## src/rtl/lane_buf_pkg.sv

```systemverilog
// lane buffer package with lane sizing constants, opcode and drain state types
package lane_buf_pkg;

	// ==============================
	// lane geometry
	// ==============================

	// number of lane fifos
	localparam int NUM_LANES = 4;
	// lane number width
	localparam int LANE_BITS = 2;
	// payload width
	localparam int DATA_W = 16;
	// log2 of lane depth, also initial upstream credits per lane
	localparam int LANE_DEPTH_BITS = 3;
	// stored entry is last bit on top of payload
	localparam int ENTRY_W = DATA_W + 1;

	// ==============================
	// downstream credit
	// ==============================

	// credits held by the drain after reset
	localparam int OUT_CREDITS = 4;
	// headroom above OUT_CREDITS for early returns
	localparam int CRD_W = 4;

	// ingress opcode
	typedef enum logic {
		OP_DATA = 1'b0,
		OP_LAST = 1'b1
	} lane_op_e;

	// drain fsm states
	typedef enum logic {
		DR_PICK  = 1'b0,
		DR_BURST = 1'b1
	} drain_state_e;

endpackage

```

## src/rtl/flop_fifo.sv

```systemverilog
// flop storage FIFO with circular pointers, next count and near-full and near-empty flags
module flop_fifo #(
	parameter int WIDTH = 16,
	parameter int DEPTH_BITS = 3,
	parameter int DEPTH = 1 << DEPTH_BITS
) (
	input  logic                  clk,
	input  logic                  rst_n,
	input  logic [WIDTH-1:0]      din,
	input  logic                  wr,
	input  logic                  rd,
	output logic [WIDTH-1:0]      dout,
	output logic [DEPTH_BITS:0]   ncount,
	output logic                  full,
	output logic                  empty,
	output logic                  fullm1,
	output logic                  emptyp1
);

	// ==============================
	// storage and pointers
	// ==============================

	// DEPTH may be less than 2**DEPTH_BITS
	logic [WIDTH-1:0]      mem [DEPTH];
	logic [DEPTH_BITS-1:0] wr_ptr;
	logic [DEPTH_BITS-1:0] rd_ptr;
	// registered occupancy
	logic [DEPTH_BITS:0]   count;

	// pointer step with wrap at DEPTH-1
	function automatic logic [DEPTH_BITS-1:0] ptr_inc(input logic [DEPTH_BITS-1:0] p);
		if (p == DEPTH_BITS'(DEPTH - 1)) begin
			return '0;
		end
		return p + 1'b1;
	endfunction

	// no reset on the array
	always_ff @(posedge clk) begin
		if (wr) begin
			mem[wr_ptr] <= din;
		end
	end

	always_ff @(posedge clk or negedge rst_n) begin
		if (!rst_n) begin
			wr_ptr <= '0;
			rd_ptr <= '0;
			count  <= '0;
		end else begin
			if (wr) begin
				wr_ptr <= ptr_inc(wr_ptr);
			end
			if (rd) begin
				rd_ptr <= ptr_inc(rd_ptr);
			end
			count <= ncount;
		end
	end

	// ==============================
	// outputs
	// ==============================

	// head word, straight off the array
	assign dout = mem[rd_ptr];

	// next count, combinational
	assign ncount = count + {{DEPTH_BITS{1'b0}}, wr} - {{DEPTH_BITS{1'b0}}, rd};

	// flags from registered count
	assign full    = (count == (DEPTH_BITS+1)'(DEPTH));
	assign fullm1  = (count == (DEPTH_BITS+1)'(DEPTH - 1));
	assign empty   = (count == '0);
	assign emptyp1 = (count == (DEPTH_BITS+1)'(1));

	// caller must respect the flags
	a_no_wr_full: assert property (@(posedge clk) disable iff (!rst_n) !(wr && full))
		else $error("flop_fifo write while full");
	a_no_rd_empty: assert property (@(posedge clk) disable iff (!rst_n) !(rd && empty))
		else $error("flop_fifo read while empty");

endmodule

```

## src/rtl/fifo_flop_out.sv

```systemverilog
// output-registered FIFO keeping its head word in a flop in front of a flop storage FIFO
module fifo_flop_out #(
	parameter int WIDTH = 16,
	parameter int DEPTH_BITS = 3
) (
	input  logic                  clk,
	input  logic                  rst_n,
	input  logic [WIDTH-1:0]      din,
	input  logic                  wr,
	input  logic                  rd,
	output logic [WIDTH-1:0]      dout,
	output logic [DEPTH_BITS:0]   count,
	output logic                  full,
	output logic                  empty,
	output logic                  emptyp2
);

	// ==============================
	// inner fifo signals
	// ==============================

	logic [WIDTH-1:0]    ff_dout;
	logic [DEPTH_BITS:0] ff_ncount;
	logic                ff_full;
	logic                ff_empty;
	logic                ff_emptyp1;
	logic                ff_wr;
	logic                ff_rd;
	// next state of the output flop
	logic                nempty;
	logic [DEPTH_BITS:0] ncount;

	// refill only when the inner fifo has something
	assign ff_rd = rd && !ff_empty;
	// bypass when empty, or one entry turning over in place
	assign ff_wr = wr && !(empty || (ff_empty && rd));

	// read+write or idle keeps empty as is
	// write alone fills, read alone empties if nothing behind
	assign nempty = (wr == rd) ? empty : (!wr && rd && ff_empty);

	// inner count plus the output flop
	assign ncount = ff_ncount + {{DEPTH_BITS{1'b0}}, !nempty};

	// inner full means every slot plus the head is taken
	assign full    = ff_full;
	// one behind the head means two in total
	assign emptyp2 = ff_emptyp1;

	always_ff @(posedge clk or negedge rst_n) begin
		if (!rst_n) begin
			empty <= 1'b1;
			count <= '0;
		end else begin
			empty <= nempty;
			count <= ncount;
		end
	end

	// head flop
	// load on a read, or on a write into an empty buffer
	always_ff @(posedge clk) begin
		if ((wr && empty) || rd) begin
			dout <= (rd && !ff_empty) ? ff_dout : din;
		end
	end

	// ==============================
	// storage behind the head
	// ==============================

	flop_fifo #(
		.WIDTH      (WIDTH),
		.DEPTH_BITS (DEPTH_BITS),
		.DEPTH      ((1 << DEPTH_BITS) - 1)
	) store_i (
		.clk     (clk),
		.rst_n   (rst_n),
		.din     (din),
		.wr      (ff_wr),
		.rd      (ff_rd),
		.dout    (ff_dout),
		.ncount  (ff_ncount),
		.full    (ff_full),
		.empty   (ff_empty),
		.fullm1  (),
		.emptyp1 (ff_emptyp1)
	);

	a_no_wr_full: assert property (@(posedge clk) disable iff (!rst_n) !(wr && full))
		else $error("fifo_flop_out write while full");
	a_no_rd_empty: assert property (@(posedge clk) disable iff (!rst_n) !(rd && empty))
		else $error("fifo_flop_out read while empty");

endmodule

```

## src/rtl/lane_dispatch.sv

```systemverilog
// lane dispatcher registering ingress words against per-lane upstream credit
module lane_dispatch (
	input  logic                                  clk,
	input  logic                                  rst_n,
	input  logic                                  in_valid,
	input  logic [lane_buf_pkg::LANE_BITS-1:0]    in_lane,
	input  lane_buf_pkg::lane_op_e                in_op,
	input  logic [lane_buf_pkg::DATA_W-1:0]       in_data,
	input  logic [lane_buf_pkg::NUM_LANES-1:0]    credit_ret,
	output logic [lane_buf_pkg::NUM_LANES-1:0]    lane_wr,
	output logic [lane_buf_pkg::ENTRY_W-1:0]      lane_din,
	output logic                                  overrun
);

	import lane_buf_pkg::*;

	// ==============================
	// credit balances
	// ==============================

	// one balance per lane, 0..depth
	logic [NUM_LANES-1:0][LANE_DEPTH_BITS:0] bal_q;
	// word accepted for lane
	logic [NUM_LANES-1:0]                    take;
	// word arrived with no credit
	logic [NUM_LANES-1:0]                    starve;

	for (genvar i = 0; i < NUM_LANES; i++) begin : g_bal
		logic sel;

		assign sel       = in_valid && (in_lane == LANE_BITS'(i));
		assign take[i]   = sel && (bal_q[i] != '0);
		assign starve[i] = sel && (bal_q[i] == '0);

		// starts full, one per fifo entry
		always_ff @(posedge clk or negedge rst_n) begin
			if (!rst_n) begin
				bal_q[i] <= (LANE_DEPTH_BITS+1)'(1 << LANE_DEPTH_BITS);
			end else begin
				bal_q[i] <= bal_q[i] + {{LANE_DEPTH_BITS{1'b0}}, credit_ret[i]}
					- {{LANE_DEPTH_BITS{1'b0}}, take[i]};
			end
		end

		// drain returns no more than was taken
		a_bal_max: assert property (@(posedge clk) disable iff (!rst_n)
			bal_q[i] <= (LANE_DEPTH_BITS+1)'(1 << LANE_DEPTH_BITS))
			else $error("lane %0d credit balance above depth", i);
	end

	// ==============================
	// ingress register
	// ==============================

	// write strobe one edge after accept; overrun is sticky
	always_ff @(posedge clk or negedge rst_n) begin
		if (!rst_n) begin
			lane_wr <= '0;
			overrun <= 1'b0;
		end else begin
			lane_wr <= take;
			if (|starve) begin
				overrun <= 1'b1;
			end
		end
	end

	// packed entry, last bit on top
	always_ff @(posedge clk) begin
		if (|take) begin
			lane_din <= {in_op == OP_LAST, in_data};
		end
	end

endmodule

```

## src/rtl/lane_drain.sv

```systemverilog
// packet-level round-robin lane drain with downstream credits and upstream credit return
module lane_drain (
	input  logic                                                  clk,
	input  logic                                                  rst_n,
	input  logic [lane_buf_pkg::NUM_LANES-1:0][lane_buf_pkg::ENTRY_W-1:0] lane_dout,
	input  logic [lane_buf_pkg::NUM_LANES-1:0]                    lane_empty,
	input  logic                                                  out_credit,
	output logic [lane_buf_pkg::NUM_LANES-1:0]                    lane_rd,
	output logic [lane_buf_pkg::NUM_LANES-1:0]                    credit_ret,
	output logic                                                  out_valid,
	output logic [lane_buf_pkg::LANE_BITS-1:0]                    out_lane,
	output logic                                                  out_last,
	output logic [lane_buf_pkg::DATA_W-1:0]                       out_data
);

	import lane_buf_pkg::*;

	// ==============================
	// state
	// ==============================

	drain_state_e           state_q;
	// last lane that finished a packet
	logic [LANE_BITS-1:0]   rr_q;
	// lane being drained
	logic [LANE_BITS-1:0]   cur_q;
	// downstream credits held
	logic [CRD_W-1:0]       crd_q;

	logic                   pick_found;
	logic [LANE_BITS-1:0]   pick_lane;
	logic [ENTRY_W-1:0]     head;
	logic                   send;

	// round robin search
	// walk from farthest to nearest so the lane right after rr_q wins
	always_comb begin
		logic [LANE_BITS-1:0] cand;
		pick_found = 1'b0;
		pick_lane  = rr_q;
		for (int k = NUM_LANES; k >= 1; k--) begin
			cand = rr_q + LANE_BITS'(k);
			if (!lane_empty[cand]) begin
				pick_found = 1'b1;
				pick_lane  = cand;
			end
		end
	end

	assign head = lane_dout[cur_q];

	// read only in burst, with a word and a credit
	assign send    = (state_q == DR_BURST) && !lane_empty[cur_q] && (crd_q != '0);
	assign lane_rd = send ? (NUM_LANES'(1) << cur_q) : '0;

	// ==============================
	// fsm and credit counter
	// ==============================

	always_ff @(posedge clk or negedge rst_n) begin
		if (!rst_n) begin
			state_q    <= DR_PICK;
			// lane 0 served first
			rr_q       <= LANE_BITS'(NUM_LANES - 1);
			cur_q      <= '0;
			crd_q      <= CRD_W'(OUT_CREDITS);
			out_valid  <= 1'b0;
			credit_ret <= '0;
		end else begin
			out_valid  <= send;
			// one credit back per word removed
			credit_ret <= lane_rd;
			// spend at read, refill on pulse
			crd_q      <= crd_q - {{(CRD_W-1){1'b0}}, send} + {{(CRD_W-1){1'b0}}, out_credit};
			case (state_q)
				DR_PICK: begin
					if (pick_found) begin
						state_q <= DR_BURST;
						cur_q   <= pick_lane;
					end
				end
				DR_BURST: begin
					// stay on lane until its last word leaves
					if (send && head[ENTRY_W-1]) begin
						state_q <= DR_PICK;
						rr_q    <= cur_q;
					end
				end
				default: state_q <= DR_PICK;
			endcase
		end
	end

	// output payload, valid one cycle after the read
	always_ff @(posedge clk) begin
		if (send) begin
			out_lane <= cur_q;
			out_last <= head[ENTRY_W-1];
			out_data <= head[DATA_W-1:0];
		end
	end

	// credit counter has no room past all ones
	a_crd_wrap: assert property (@(posedge clk) disable iff (!rst_n)
		!(crd_q == '1 && out_credit && !send))
		else $error("lane_drain downstream credit counter overflow");

endmodule

```

## src/rtl/lane_buf_top.sv

```systemverilog
// four-lane ingress packet buffer joining dispatcher, lane FIFOs and round-robin drain
module lane_buf_top (
	input  logic                                  clk,
	input  logic                                  rst_n,
	input  logic                                  in_valid,
	input  logic [lane_buf_pkg::LANE_BITS-1:0]    in_lane,
	input  lane_buf_pkg::lane_op_e                in_op,
	input  logic [lane_buf_pkg::DATA_W-1:0]       in_data,
	output logic [lane_buf_pkg::NUM_LANES-1:0]    credit_ret,
	output logic                                  out_valid,
	output logic [lane_buf_pkg::LANE_BITS-1:0]    out_lane,
	output logic                                  out_last,
	output logic [lane_buf_pkg::DATA_W-1:0]       out_data,
	input  logic                                  out_credit,
	output logic                                  overrun
);

	import lane_buf_pkg::*;

	// ==============================
	// lane wiring
	// ==============================

	logic [NUM_LANES-1:0]              lane_wr;
	logic [ENTRY_W-1:0]                lane_din;
	logic [NUM_LANES-1:0]              lane_rd;
	logic [NUM_LANES-1:0][ENTRY_W-1:0] fifo_dout;
	logic [NUM_LANES-1:0]              fifo_empty;
	logic [NUM_LANES-1:0]              fifo_emptyp2;

	// ingress side
	lane_dispatch dispatch_i (
		.clk        (clk),
		.rst_n      (rst_n),
		.in_valid   (in_valid),
		.in_lane    (in_lane),
		.in_op      (in_op),
		.in_data    (in_data),
		.credit_ret (credit_ret),
		.lane_wr    (lane_wr),
		.lane_din   (lane_din),
		.overrun    (overrun)
	);

	// one fifo per lane, shared write data
	for (genvar i = 0; i < NUM_LANES; i++) begin : g_lane
		fifo_flop_out #(
			.WIDTH      (ENTRY_W),
			.DEPTH_BITS (LANE_DEPTH_BITS)
		) fifo_i (
			.clk     (clk),
			.rst_n   (rst_n),
			.din     (lane_din),
			.wr      (lane_wr[i]),
			.rd      (lane_rd[i]),
			.dout    (fifo_dout[i]),
			.count   (),
			.full    (),
			.empty   (fifo_empty[i]),
			.emptyp2 (fifo_emptyp2[i])
		);

		// refill path keeps the head valid when a second word sits behind it
		a_refill: assert property (@(posedge clk) disable iff (!rst_n)
			fifo_emptyp2[i] && lane_rd[i] && !lane_wr[i] |=> !fifo_empty[i])
			else $error("lane %0d lost its refill word", i);
	end

	// egress side
	lane_drain drain_i (
		.clk        (clk),
		.rst_n      (rst_n),
		.lane_dout  (fifo_dout),
		.lane_empty (fifo_empty),
		.out_credit (out_credit),
		.lane_rd    (lane_rd),
		.credit_ret (credit_ret),
		.out_valid  (out_valid),
		.out_lane   (out_lane),
		.out_last   (out_last),
		.out_data   (out_data)
	);

endmodule

```

## config.mk

```make
export PLATFORM = sky130hd
export DESIGN_NAME = lane_buf_top
export DESIGN_NICKNAME = d
export VERILOG_FILES = /design/src/rtl/lane_buf_pkg.sv /design/src/rtl/flop_fifo.sv /design/src/rtl/fifo_flop_out.sv /design/src/rtl/lane_dispatch.sv /design/src/rtl/lane_drain.sv /design/src/rtl/lane_buf_top.sv
export SDC_FILE = /design/constraint.sdc
export NUM_CORES = 1
export LEC_CHECK = 0
export ABC_AREA = 0
export BUFFER_PORTS_ARGS = -buffer_cell sky130_fd_sc_hd__buf_4
export CELL_PAD_IN_SITES_DETAIL_PLACEMENT = 2
export CELL_PAD_IN_SITES_GLOBAL_PLACEMENT = 2
export CORE_ASPECT_RATIO = 2
export CORE_MARGIN = 2
export CORE_UTILIZATION = 45
export CTS_CLUSTER_SIZE = 30
export DETAILED_ROUTE_END_ITERATION = 8
export GPL_ROUTABILITY_DRIVEN = 0
export HOLD_SLACK_MARGIN = 0.02
export PLACE_DENSITY = 0.86
export SLEW_MARGIN = 10
export SYNTH_ARGS = -nofsm -noshare
export SYNTH_HDL_FRONTEND = slang
export SYNTH_HIERARCHICAL = 1
export SYNTH_SLANG_ARGS = --single-unit
```

## constraint.sdc

```tcl
create_clock -name clk -period 7.5 [get_ports clk]
set_clock_uncertainty 0.1 [all_clocks]
set_input_delay 0.75 -clock clk [delete_from_list [all_inputs] [get_ports clk]]
set_output_delay 0.75 -clock clk [all_outputs]
set_load 0.02 [all_outputs]
```

* Word level (Yosys, flattened, before mapping)
Memory sizes are Yosys's and may differ from the RTL's.
Cells that the tools add are included.
** Storage, ports and cells
- Register bits :: 183
- Latch bits :: 0
- RAM bits :: 476
- Memory bits (read-only) :: 0
- Input port bits :: 23
- Word-level logic and storage cells :: 236
- Memories :: 4
** Operators by class
- Add/subtract/negate cells :: 29
- $mul :: 0
- Divide/modulo/power cells :: 0
- Magnitude comparators :: 5
- Equal/unequal tests :: 15
- Shifts and indexed selects :: 1
- Muxes and demuxes :: 67
- Bitwise operators :: 1
- Reduce and logical (&&, ||, !) cells :: 78
** Memories
- g_lane[0].fifo_i.store_i.mem :: depth 7, bits a word 17, read ports 1, clocked after Yosys merged registers in 0, wr ports 1, line flop_fifo.sv:25 : logic [WIDTH-1:0] mem [DEPTH];
- g_lane[1].fifo_i.store_i.mem :: depth 7, bits a word 17, read ports 1, clocked after Yosys merged registers in 0, wr ports 1, line flop_fifo.sv:25
- g_lane[2].fifo_i.store_i.mem :: depth 7, bits a word 17, read ports 1, clocked after Yosys merged registers in 0, wr ports 1, line flop_fifo.sv:25
- g_lane[3].fifo_i.store_i.mem :: depth 7, bits a word 17, read ports 1, clocked after Yosys merged registers in 0, wr ports 1, line flop_fifo.sv:25
** Operators by type and width (number)
- 17-bit two-way mux :: 5
- 3-bit two-way mux :: 16
- 1-bit logical AND :: 39
- 4-bit by 1-bit adder with 4-bit output :: 9
- 4-bit by 1-bit subtractor with 4-bit output :: 9
- 1-bit two-way mux :: 35
- 17-bit binary-select mux with 2-bit select :: 1
- 4-bit logical NOT :: 8
- 3-bit by 1-bit adder with 3-bit output (second input constant) :: 8
- 3-bit == test (second input constant) :: 8
- 4-bit nonzero test :: 5
- 2-bit by 3-bit less-than comparator with 1-bit output (second input constant) :: 5
- 1-bit logical NOT :: 13
- 1-bit binary-select mux with 2-bit select :: 5
- 1-bit logical OR :: 8
- 4-bit OR reduction :: 2
- 2-bit two-way mux :: 3
- 2-bit adder (second input constant) :: 2
- 1-bit == test :: 4
- 2-bit == test (second input constant) :: 2
- 4-bit two-way mux :: 1
- 2-bit AND reduction :: 2
- 1-bit by 2-bit << shifter with 4-bit output (first input constant) :: 1
- 2-bit by 1-bit adder with 2-bit output (second input constant) :: 1
- other kinds (4) :: 4

* Depth between registers and ports, before layout
- Depth in word-level cells :: 12
- Mapped depth :: 15
- Gate-level depth less buffers :: 13

* By module
The synthesis kept the hierarchy.
** Modules (own cells, without submodules)
- flop_fifo (g_lane[0].fifo_i.store_i ...) :: times used 3, cells an instance 302, area each 5308.8 µm², sequential area each 3823.7 µm²
- flop_fifo (g_lane[2].fifo_i.store_i) :: times used 1, cells an instance 302, area each 5302.6 µm², sequential area each 3823.7 µm²
- fifo_flop_out :: times used 4, cells an instance 56, area each 1002.2 µm², sequential area each 636.9 µm²
- lane_drain :: times used 1, cells an instance 108, area each 1732.9 µm², sequential area each 924.6 µm²
- lane_dispatch :: times used 1, cells an instance 123, area each 1725.4 µm², sequential area each 1041.0 µm²

* Least setup slack after synthesis
Ideal clock, no wire load.
- Path kind :: reg-to-reg
- Start :: register drain_i.crd_q[2]
- End :: memory g_lane[0].fifo_i/store_i/mem[3][0] (netlist name) (enable)
- Library setup time :: 0.419 ns
- Arrival :: 3.300 ns
- Path slack :: 3.681 ns
- Cell stages (with the launch flop) :: 9
- Cells stage by stage :: dfstp_2 -> inv_1 -> ha_1 -> or3b_2 -> nand4_2 -> nor3_1 -> a211oi_1 -> nand2_1 -> nor3b_1
** On the way
- Longest elaborated chain between the ends :: 9
** RTL lines
- start: declaration :: line lane_drain.sv:28 : logic [CRD_W-1:0] crd_q;
- start signal: assignment :: line lane_drain.sv:66 : crd_q <= CRD_W'(OUT_CREDITS);
- start signal: assignment :: line lane_drain.sv:74 : crd_q <= crd_q - {{(CRD_W-1){1'b0}}, send} + {{(CRD_W-1){1'b0}}, out_credit};
- 4-bit nonzero test :: line lane_drain.sv:53 : assign send = (state_q == DR_BURST) && !lane_empty[cur_q] && (crd_q != '0);
- 1-bit logical AND :: line lane_drain.sv:53
- 4-bit two-way mux :: line lane_drain.sv:54 : assign lane_rd = send ? (NUM_LANES'(1) << cur_q) : '0;
- net lane_rd[0] :: line lane_buf_top.sv:26 : logic [NUM_LANES-1:0] lane_rd;
- 1-bit logical AND :: line fifo_flop_out.sv:36 : assign ff_wr = wr && !(empty || (ff_empty && rd));
- 1-bit logical OR :: line fifo_flop_out.sv:36
- 1-bit logical NOT :: line fifo_flop_out.sv:36
- 1-bit logical AND :: line fifo_flop_out.sv:36
- net g_lane[0].fifo_i.ff_wr :: line fifo_flop_out.sv:27 : logic ff_wr;
- 1-bit two-way mux :: line flop_fifo.sv:41 : if (wr) begin
- 1-bit two-way mux (not written as such) :: line flop_fifo.sv:42 : mem[wr_ptr] <= din;
- end: declaration :: line flop_fifo.sv:25
The timed path passes the listed nets, and every way through them passes these cells.

* Final worst setup path
- Start :: register drain_i.cur_q[0]
- End :: register g_lane[1].fifo_i.store_i.count[3]
** On the way
- Elaborated cells on any way between the ends :: 14
- Classes of those cells :: add/sub: 2; shift: 1; mux: 3; reduce/logical: 8
** RTL lines
- start: declaration :: line lane_drain.sv:26 : logic [LANE_BITS-1:0] cur_q;
- start signal: assignment :: line lane_drain.sv:79 : cur_q <= pick_lane;
- 1-bit binary-select mux with 2-bit select :: line lane_drain.sv:53
- 1-bit two-way mux (not written as such) :: line lane_drain.sv:53
- 1-bit logical NOT :: line lane_drain.sv:53
- 1-bit logical AND (2 in a row) :: line lane_drain.sv:53
- 4-bit two-way mux (*) :: line lane_drain.sv:54
- net lane_rd[1] :: line lane_buf_top.sv:26
- 1-bit logical AND (*) :: line fifo_flop_out.sv:34 : assign ff_rd = rd && !ff_empty;
- net g_lane[1].fifo_i.ff_rd :: line fifo_flop_out.sv:28 : logic ff_rd;
- 4-bit by 1-bit subtractor with 4-bit output (*) :: line flop_fifo.sv:70 : assign ncount = count + {{DEPTH_BITS{1'b0}}, wr} - {{DEPTH_BITS{1'b0}}, rd};
- net g_lane[1].fifo_i.ff_ncount[3] :: line fifo_flop_out.sv:23 : logic [DEPTH_BITS:0] ff_ncount;
- end signal: assignment :: line flop_fifo.sv:58 : count <= ncount;
- end: declaration :: line flop_fifo.sv:29 : logic [DEPTH_BITS:0] count;
The timed path passes the listed nets; every way through them passes the cells marked *. The select of a mux whose other input is x is not followed.
A chain may end at the register's enable or synchronous reset.

==> flow_metrics.tcl <==
set metrics [dict create \
    highest_layer "met5" \
    met2_length_mm 44.84 \
    nets 1764 \
    clkLatencyLatePin_ns 0.64 \
    syn_inst 1607 \
    fp-row-count 129 \
    hold_viol_final 0 \
    p_leak_uw 0.01127 \
    syn_nets 1688 \
    die_area_um2 64240 \
    diodes 0 \
    drv_slew 0 \
    route.detailed.drc 0 \
    vias_per_cell 5.990 \
    post_cts_resized 0 \
    ios 48 \
    dpl_cell_area_um2 29140 \
    routedWlPerCell_um 33.04 \
    hold_class "in -> reg" \
    drv_cap 0 \
    drt_pre_antenna_iters 5 \
    dpl.hpwl_mm 50.94 \
    wl_met3_mm 2.958 \
    first_iter_violations 1237 \
    crit_path_end_kind "flip-flop" \
    ctsHtreeMaxLevel 2 \
    grt_overflow 0 \
    drt-met1-wl_mm 30.81 \
    outcome "finished clean" \
    rsz0062_at_grt "false" \
    critPathSlowestCell "nand2b_1" \
    die_x_um 180.2 \
    crit_type "reg -> reg" \
    core_um2 61660 \
    postSynthAreaPerCell_um2 17.39 \
    drive_above_1_share_pct 25.82 \
    fin_area_um2 31020 \
    ant_nets 0 \
    finalSetupViolations 0 \
    start_util_pct 45.33 \
    clkSlewWorstSetupHoldPaths_ns 0.08 \
    finalSetupTns_ns 0 \
    synthToLayoutAreaGrowth_pct 11.00 \
    max_freq_ghz 0.1972 \
    wl_mm 83.17 \
    max_slew_margin_pct 11.74 \
    worst_pin_slew_ns 1.324 \
    cts.path.max_buffers 3 \
    start_kind "flip-flop" \
    syn_area_um2 27950 \
    die_h_um 356.5 \
    arrival_ns 5.50 \
    cts_tree "done" \
    worst-path-buf-inv 3 \
    path_delay_family "simple AND/OR/NAND/NOR gates" \
    track_usage_pct 26.00 \
    cp_max_fo 18 \
    antenna_found_initial 1 \
    yosys_warnings 6 \
    grt_pass1_vias 16930 \
    power_density_nw_per_um2 403.6 \
    critPathRequiredTime_ns 7.93 \
    num_vias 15080 \
    finalCritPeriodShare_pct 67.61 \
    cts.sinks 659 \
    path_cells "buf_4, or3b_1, nand4_2, nor3b_1, nand2b_1, inv_1, ha_1, inv_1, ha_1, a21o_1, a21oi_1, xor2_1" \
    slowest_delay_ns 0.79 \
    peakVddDrop_mv 0.1951 \
    root_buffer "clkbuf_16" \
    period_needed_ns 5.071 \
    io_buffer_count 47 \
    cts_buffers 56 \
    grt_pass1_wl_mm 121.7 \
    grt_max_degree 73 \
]
## report_power, final
part | switching (uW) | internal (uW)
logic | 2560 | 1660
clock network | 1420 | 1630
registers | 532 | 4730
total | 4510 | 8010
## flip-flops by register name (all words and copies together) (netlist names), 2 cells and up
| signal | count |
|---|---|
| drain_i/out_data | 16 |
| g_lane.fifo_i/store_i/rd_ptr | 12 |
| g_lane.fifo_i/store_i/count | 16 |
| drain_i/rr_q | 2 |
| drain_i/cur_q | 2 |
| drain_i/out_lane | 2 |
| g_lane.fifo_i/dout | 68 |
| g_lane.fifo_i/store_i/wr_ptr | 12 |
| dispatch_i/lane_wr | 4 |
| drain_i/credit_ret | 4 |
| g_lane.fifo_i/empty | 4 |
| dispatch_i/lane_din | 17 |
| dispatch_i/bal_q | 16 |
| drain_i/crd_q | 4 |
| g_lane.fifo_i/store_i/mem | 476 |
## worst paths after layout
kind,to,start,depth (start not counted),slack [ns]
max,g_lane[1].fifo_i/store_i/count[3],drain_i/cur_q[0],12,2.43
min,dispatch_i/lane_din[8],in_data[8],1,0.20
max reg2reg,g_lane[1].fifo_i/store_i/count[3],drain_i/cur_q[0],12,2.43
min reg2reg,dispatch_i/overrun,dispatch_i/overrun,1,0.38
max in group asynchronous,g_lane[1].fifo_i/store_i/rd_ptr[1],rst_n,3,5.51
min in group asynchronous,g_lane[2].fifo_i/store_i/wr_ptr[1],rst_n,2,0.53
## metal layers
layer | up-vias | track usage, %
met5 | - | 0
met4 | 2 | 13.27
met3 | 203 | 2.827
met2 | 491 | 48.01
met1 | 8065 | 29.66
li1 | 6317 | -
## area by class of cell
cell class                      instances  area (um2)
Clock buffer                           76        1579
Tap cell                              786       983.4
Timing Repair Buffer                  102       768.2
Fill cell                            5491       30630
Multi-Input combinational cell        779        7670
Inverter                               85       319.1
Clock inverter                         30       292.8
Sequential cell                       659       19410
## timing repair
item                       CTS  global route
buffers inserted             0             0
hold buffers                 1             0
setup endpoints to repair    0             0
hold endpoints to repair    21             0
## stage by stage
stage,worst slack [ns],hold slack [ns],power (uW),std cells,util [%]
final,2.429,0.1975,12520,2517,50.32
after floorplan,3.681,0.3196,8032,1607,-
after CTS,2.492,0.1654,12600,2517,50.31
after global routing,2.128,0.1828,12980,2517,50.32
after global placement,3.370,0.3481,8924,2410,47.26
after detailed placement,2.740,0.3661,9400,2410,47.26
## placed cells by master, fill, tap and decap left out, drive strengths merged, types with 2 or more instances in the layout
cell type / n
nand4: 2
nor4b: 2
nor3b: 9
a211oi: 7
nor2b: 5
edfxtp: 580
a21oi: 14
bufinv: 4
dfrtp: 68
clkinvlp: 7
buf: 101
xnor2: 7
o21ai: 19
nand3b: 3
nor3: 10
fa: 9
inv: 88
or2: 4
a21o: 22
o221ai: 68
ha: 49
nand3: 8
mux2i: 137
nand2: 43
dfstp: 11
nor2: 18
clkinv: 16
mux4: 17
a31oi: 6
nand2b: 86
o211ai: 68
and3: 8
mux2: 139
or3b: 2
clkbuf: 76
xor2: 11
No activity file was read; power rests on OpenSTA's default activity.
